===== config.mk =====
export PLATFORM = sky130hd
export DESIGN_NAME = residual_error
export DESIGN_NICKNAME = d
export VERILOG_FILES = /design/src/design/dsp_const_pkg.sv /design/src/design/dsp_cfg_pkg.sv /design/src/design/residual_error.sv
export SDC_FILE = /design/constraint.sdc
export NUM_CORES = 1
export LEC_CHECK = 0
export BUFFER_PORTS_ARGS = -buffer_cell sky130_fd_sc_hd__buf_2
export CORE_AREA = 2 2 365 367
export DETAILED_ROUTE_END_ITERATION = 12
export DIE_AREA = 0 0 367 369
export GPL_ROUTABILITY_DRIVEN = 0
export GPL_TIMING_DRIVEN = 0
export PLACE_DENSITY = 0.4
export SETUP_SLACK_MARGIN = 0.15
export SYNTH_ARGS = -nofsm -noshare
export SYNTH_HDL_FRONTEND = slang
export SYNTH_SLANG_ARGS = --single-unit

===== constraint.sdc =====
create_clock -name clk -period 4.7 [get_ports clk]
set_input_delay 0.705 -clock clk [delete_from_list [all_inputs] [get_ports clk]]
set_output_delay 0.705 -clock clk [all_outputs]
set_load 0.01 [all_outputs]

===== src/design/dsp_const_pkg.sv =====
package dsp_const_pkg;

    localparam int channel_width         = 8;
    localparam int code_precision        = 8;
    localparam int weight_precision      = 10;
    localparam int ffe_length            = 4;   // Must not exceed channel_width
    localparam int est_channel_precision = 8;
    localparam int est_channel_depth     = 4;   // Must not exceed channel_width

    // Full precision FFE sum
    localparam int eq_width = code_precision + weight_precision + $clog2(ffe_length);

    // Extra bit covers negated most negative taps
    localparam int est_sum_width = est_channel_precision + $clog2(est_channel_depth) + 1;

    typedef logic signed [code_precision-1:0] code_t;

    typedef code_t [channel_width-1:0] code_word_t;

    typedef logic [channel_width-1:0] bit_word_t;   // One decision per lane

endpackage : dsp_const_pkg


===== src/design/dsp_cfg_pkg.sv =====
package dsp_cfg_pkg;

    import dsp_const_pkg::*;

    typedef logic signed [weight_precision-1:0] weight_t;

    typedef logic signed [est_channel_precision-1:0] est_tap_t;

    typedef logic [3:0] shift_t;   // Right shift amount

    typedef logic signed [eq_width-1:0] thresh_t;

    // Tap k of lane i multiplies code i-k
    typedef weight_t [channel_width-1:0][ffe_length-1:0] ffe_weights_t;

    typedef est_tap_t [channel_width-1:0][est_channel_depth-1:0] channel_est_t;

    typedef shift_t [channel_width-1:0] shift_word_t;

    typedef thresh_t [channel_width-1:0] thresh_word_t;

    // Static settings held after reset
    typedef struct packed {
        ffe_weights_t weights;
        channel_est_t channel_est;
        shift_word_t  ffe_shift;
        shift_word_t  channel_shift;
        thresh_word_t thresh;
    } dsp_cfg_t;

endpackage : dsp_cfg_pkg


===== src/design/residual_error.sv =====
module residual_error
    import dsp_const_pkg::*;
    import dsp_cfg_pkg::*;
#(
    parameter int channel_pipeline_depth = 1
) (
    input  logic       clk,
    input  logic       rst_n_i,
    input  bit_word_t  bits_i,
    input  code_word_t codes_i,     // Aligned with the rebuilt value
    input  dsp_cfg_t   cfg_i,
    output code_word_t error_o
);

    localparam int diff_width =
        ((est_sum_width > code_precision) ? est_sum_width : code_precision) + 1;
    localparam int code_max = 2**(code_precision-1) - 1;
    localparam int code_min = -(2**(code_precision-1));

    typedef logic signed [est_sum_width-1:0] est_sum_t;
    typedef est_sum_t [channel_width-1:0] est_word_t;
    typedef logic signed [diff_width-1:0] diff_t;

    bit_word_t bits_q;
    logic [2*channel_width-1:0] bit_window;

    est_word_t rebuilt_comb;
    est_word_t rebuilt;
    code_word_t err_next;
    code_word_t err_q;

    always_ff @(posedge clk or negedge rst_n_i) begin
        if (!rst_n_i) begin
            bits_q <= '0;
        end else begin
            bits_q <= bits_i;
        end
    end

    assign bit_window = {bits_i, bits_q};

    // Bit one counts as +1, bit zero as -1
    always_comb begin
        est_sum_t acc;
        for (int i = 0; i < channel_width; i++) begin
            acc = '0;
            for (int k = 0; k < est_channel_depth; k++) begin
                if (bit_window[channel_width+i-k]) begin
                    acc = acc + $signed(cfg_i.channel_est[i][k]);
                end else begin
                    acc = acc - $signed(cfg_i.channel_est[i][k]);
                end
            end
            rebuilt_comb[i] = acc >>> cfg_i.channel_shift[i];
        end
    end

    if (channel_pipeline_depth == 0) begin : g_no_pipe
        assign rebuilt = rebuilt_comb;
    end else begin : g_pipe
        est_word_t rebuilt_q [channel_pipeline_depth];

        always_ff @(posedge clk or negedge rst_n_i) begin
            if (!rst_n_i) begin
                for (int s = 0; s < channel_pipeline_depth; s++) begin
                    rebuilt_q[s] <= '0;
                end
            end else begin
                rebuilt_q[0] <= rebuilt_comb;
                for (int s = 1; s < channel_pipeline_depth; s++) begin
                    rebuilt_q[s] <= rebuilt_q[s-1];
                end
            end
        end

        assign rebuilt = rebuilt_q[channel_pipeline_depth-1];
    end

    // Residual clamped to the code range
    always_comb begin
        diff_t diff;
        for (int i = 0; i < channel_width; i++) begin
            diff = diff_t'($signed(codes_i[i])) - diff_t'($signed(rebuilt[i]));
            if (diff > code_max) begin
                err_next[i] = code_t'(code_max);
            end else if (diff < code_min) begin
                err_next[i] = code_t'(code_min);
            end else begin
                err_next[i] = code_t'(diff);
            end
        end
    end

    always_ff @(posedge clk or negedge rst_n_i) begin
        if (!rst_n_i) begin
            err_q <= '0;
        end else begin
            err_q <= err_next;
        end
    end

    assign error_o = err_q;

endmodule : residual_error


## Word-level counts from Yosys, hierarchy flattened

Index checks and enable logic that the tools add are counted.

- Muxes and demuxes: 48
- Shift-type cells: 8
- Add/subtract/negate cells: 64
- $lt $le $gt $ge: 16

Operators with widths:

| operator | number |
|---|---|
| 11-bit 2-to-1 mux | 32 |
| 11-bit by 8-bit adder with 11-bit output | 24 |
| 11-bit by 8-bit subtractor with 11-bit output | 24 |
| 8-bit 2-to-1 mux | 16 |
| 12-bit by 8-bit > comparator with 1-bit output (second input constant) | 8 |
| 12-bit by 8-bit < comparator with 1-bit output (second input constant) | 8 |
| 8-bit by 11-bit subtractor with 12-bit output | 8 |
| 11-bit by 4-bit >>> shifter with 11-bit output | 8 |
| 1-bit by 8-bit subtractor with 9-bit output (first input constant) | 8 |

- Input port bits: 874
- Output and inout bits: 64
- Bits in registers: 160

## Depth between registers and ports, before layout

- Depth in word-level cells: 9
- Mapped depth: 26
- Mapped depth without buffers: 26

## Least setup slack after synthesis

Ideal clock, no wire load.

- Path type: input port to flip-flop
- Start: in bits_i[2]
- End: reg g_pipe.rebuilt_q[25] (netlist name)
- Stages: 24
- Setup slack: -1.009 ns
- Data arrival time: 5.605 ns
- Setup time: 0.104 ns
- Cell sequence: clkbuf_1 clkbuf_1 mux2_2 inv_1 fa_1 inv_1 ha_1 a21o_1 a21oi_1 o21bai_1 a21oi_1 o21bai_1 a21oi_1 o21bai_1 a21oi_1 xnor2_1 ha_1 a21o_1 a31oi_1 xor3_1 xor2_1 a21oi_1 mux2_2 o311ai_1

RTL lines:

| element | line | text |
|---|---|---|
| start, declared | residual_error.sv:9 | `input bit_word_t bits_i,` |
| end signal, assigned by index | residual_error.sv:71 | `rebuilt_q[s] <= rebuilt_q[s-1];` |
| end, declared | residual_error.sv:61 | `est_word_t rebuilt_q [channel_pipeline_depth];` |

==> flow_summary.yaml <==
timing:
  drv_slew: 0
  timing.final.ws_setup_ns: -0.234
  setup_tns_ns: -4.46
  timing.hold.ws_ns: 0.129
  fmax_mhz: 203
  period_share: 1.05
  hold_viol: 0
  setup_viol: 37
  rsz0062_at_grt: "true"
  post-route-min-period_ns: 4.93
  worst_slew_pin_slew_ns: 0.886
  timing.clock.skew_ns: 0.0197
  slew_headroom: 0.402
synth:
  synth_xor_area_frac: 0.158
  yosysTopAreaCell: "ha_1"
  synthCells: 3464
  synth_top_family_by_area: "compound AO/OA/AOI/OAI gates"
  synth_seq_area_share: 0.145
  netlist.area_leader.share: 0.169
  synth_ff_type: "dfrtp_1"
  synth_area_sq_um: 26700
  ys_ff_latch: 155
  synth_enable_flop_cells: 0
  syn_nets: 4730
  synth_warnings: 0
  synthTopCellsByArea: "ha_1, dfrtp_1, xor2_1"
  synth_compound_area_frac: 0.221
  synthMuxAreaShare: 0.0523
  yosysUniqueCellTypes: 79
  async_reset_ff_frac: 1.00
  synthAdderAreaFrac: 0.193
  syn_area_per_cell_sq_um: 7.71
  synthSimpleGateAreaFrac: 0.166
die:
  start_util: 0.204
  die_area_sq_um: 135000
  fp-row-count: 133
  die_h_microns: 369
  io_pins: 938
  dieWidth_microns: 367
  core_area_sq_um: 131000
finish:
  seqCellArea_sq_um: 3880
  layout_common_cells: "buf_2, nor2_1, inv_1"
  stdcell_area_sq_um: 38100
  nNetsFinal: 5423
  fin_util: 0.290
  mostFrequentLayoutCell: "buf_2"
  area_delta_synth_final_pct: 42.6
  post_route_cells_drive_above_1_share: 0.323
  multi_input_area_sq_um: 24400
  nFillCells: 14300
global_route:
  grtUsageTotal: 0.155
  antenna_found_initial: 104
  grt_pass1_wl_mm: 159
  gr-total-overflow: 0
  grt_max_degree: 83
  grt_pass1_vias: 26800
clocking:
  cts_buffers: 17
  postCtsHoldBufs: 0
  htree_num_levels: 4
  clock_latency_ns: 0.54
  cts-root-buf: "clkbuf_16"
  clkSinkCount: 155
  clockBufferDepth: 2
  clkTransAtPathRegs_ns: 0.08
  tritoncts: "done"
route:
  detail-route-antenna-nets: 0
  vias: 26700
  drtPass1Iterations: 5
  drt_iter0_markers: 925
  wl_per_cell_microns: 18.0
  wl_mm: 107
  vias_per_cell: 4.49
  drc: 0
power:
  p_leak_uw: 0.0170
  powerDensity_nw_per_um2: 851
  vdd_drop_max_mv: 0.476
placed_design:
  place_area_sq_um: 32200
  place_ws_ns: -1.83
  hpwlAfterDp_mm: 88.8
  port-buffer-count: 410
status:
  outcome: "complete, but fails checks"
  violations: "negative setup slack"
critical_path:
  cpMostUsedCell: "a21oi_2"
  crit_arrival_ns: 5.32
  crit_type: "in2reg"
  critPathMaxStageDelay_ns: 0.39
  startpoint: "bits_i[2]"
  cp_top_family: "compound AO/OA/AOI/OAI gates"
  cp-end-kind: "register"
  r2r_start: "bits_q[7]"
  cp-start-kind: "input port"
  crit_required_ns: 5.08
  cp_slowest_cell: "a221oi_4"
  crit_fanout: 4
  critPathBufInv: 6
min_path:
  hp-class: "in2async"
run:
  cap_violations: 0
[synthesized netlist by cell type (25+ instances only)]
| cell type | n |
|---|---|
| a211oi_1 | 44 |
| a21o_1 | 70 |
| a21oi_1 | 300 |
| a31oi_1 | 46 |
| and3_1 | 25 |
| clkbuf_1 | 71 |
| dfrtp_1 | 155 |
| fa_1 | 32 |
| ha_1 | 360 |
| inv_1 | 368 |
| mux2_2 | 71 |
| mux2i_1 | 44 |
| nand2_1 | 143 |
| nand2b_1 | 33 |
| nor2_1 | 376 |
| nor2b_1 | 43 |
| nor3_1 | 138 |
| nor4_1 | 42 |
| o211ai_1 | 27 |
| o21a_1 | 33 |
| o21ai_0 | 166 |
| o21bai_1 | 62 |
| xnor2_1 | 233 |
| xor2_1 | 235 |
[worst paths after layout]
kind / end / slack, ns / cells after the start
worst max-delay path: g_pipe.rebuilt_q[26] / -0.23 / 26
worst min-delay path: error_o[8] / 0.13 / 1
worst max register to register: g_pipe.rebuilt_q[0] / -0.21 / 26
worst min register to register: error_o[32] / 0.57 / 2
max in group asynchronous: bits_q[7] / 3.61 / 2
min in group clk: bits_q[6] / 0.30 / 1
[cell families after synthesis]
kind of cell	count (synthesis)
and+or+nand+nor	937
AOI/OAI and AO/OA	925
xor gates and xnor gates	473
buffers and inverters	460
adders and majority gates	392
DFF	155
muxes	122
[per-stage QoR]
| stage | std cells | total power, uW |
|---|---|---|
| 4_1_cts | 5857 | 29600 |
| 5_1_grt | 5943 | 35400 |
| 6_report | 5951 | 32400 |
| 3_5_place_dp | 5630 | 22300 |
| 2_1_floorplan | 3464 | 17500 |
| 3_3_place_gp | 5629 | 22300 |
[cell type report]
class                           instances  area share
Clock inverter                         14     0.00398
Inverter                              379      0.0402
Antenna cell                           26     0.00171
Buffer                                 80      0.0199
Timing Repair Buffer                  675       0.121
Sequential cell                       155       0.102
Multi-Input combinational cell       2849       0.642
Tap cell                             1755      0.0577
Clock buffer                           18      0.0115
[state kept, by name, summed over array words and instances, names as in the netlist]
name              count
bits_q                3
error_o              64
g_pipe.rebuilt_q     88
[power by group]
group | switching (uW) | total [uW] | internal [uW] | leakage (uW)
registers | 272 | 2390 | 2120 | 0.00174
logic | 14400 | 28500 | 14100 | 0.0150
clock network | 770 | 1530 | 762 | 0.000289
[worst reg2reg max path: cells and delay by family (launching register included)]
kind                     cells  cell delay, ns
XOR/XNOR                     3            0.46
AND/OR/NAND/NOR              4            0.49
adder cells (fa/ha/maj)      3            0.90
buffers and inverters        5            0.72
flip-flops                   1            0.46
AO/OA/AOI/OAI               11            1.79
[routing by layer]
metal | vias up | routed length (microns) | track usage | part of all wire
li1 | 13700 | - | - | -
met1 | 12300 | 45900 | 0.182 | 0.43
met2 | 439 | 50900 | 0.262 | 0.47
met3 | 179 | 7620 | 0.0587 | 0.071
met4 | 74 | 2490 | 0.0444 | 0.023
met5 | - | 452 | 0 | 0.0042
[timing repair]
action | in CTS | in global routing
pin swaps | 280 | 266
endpoints found under the setup margin | 88 | 87
resized for setup | 400 | 254
setup buffers | 195 | 69
(Power assumes the default switching activity.)
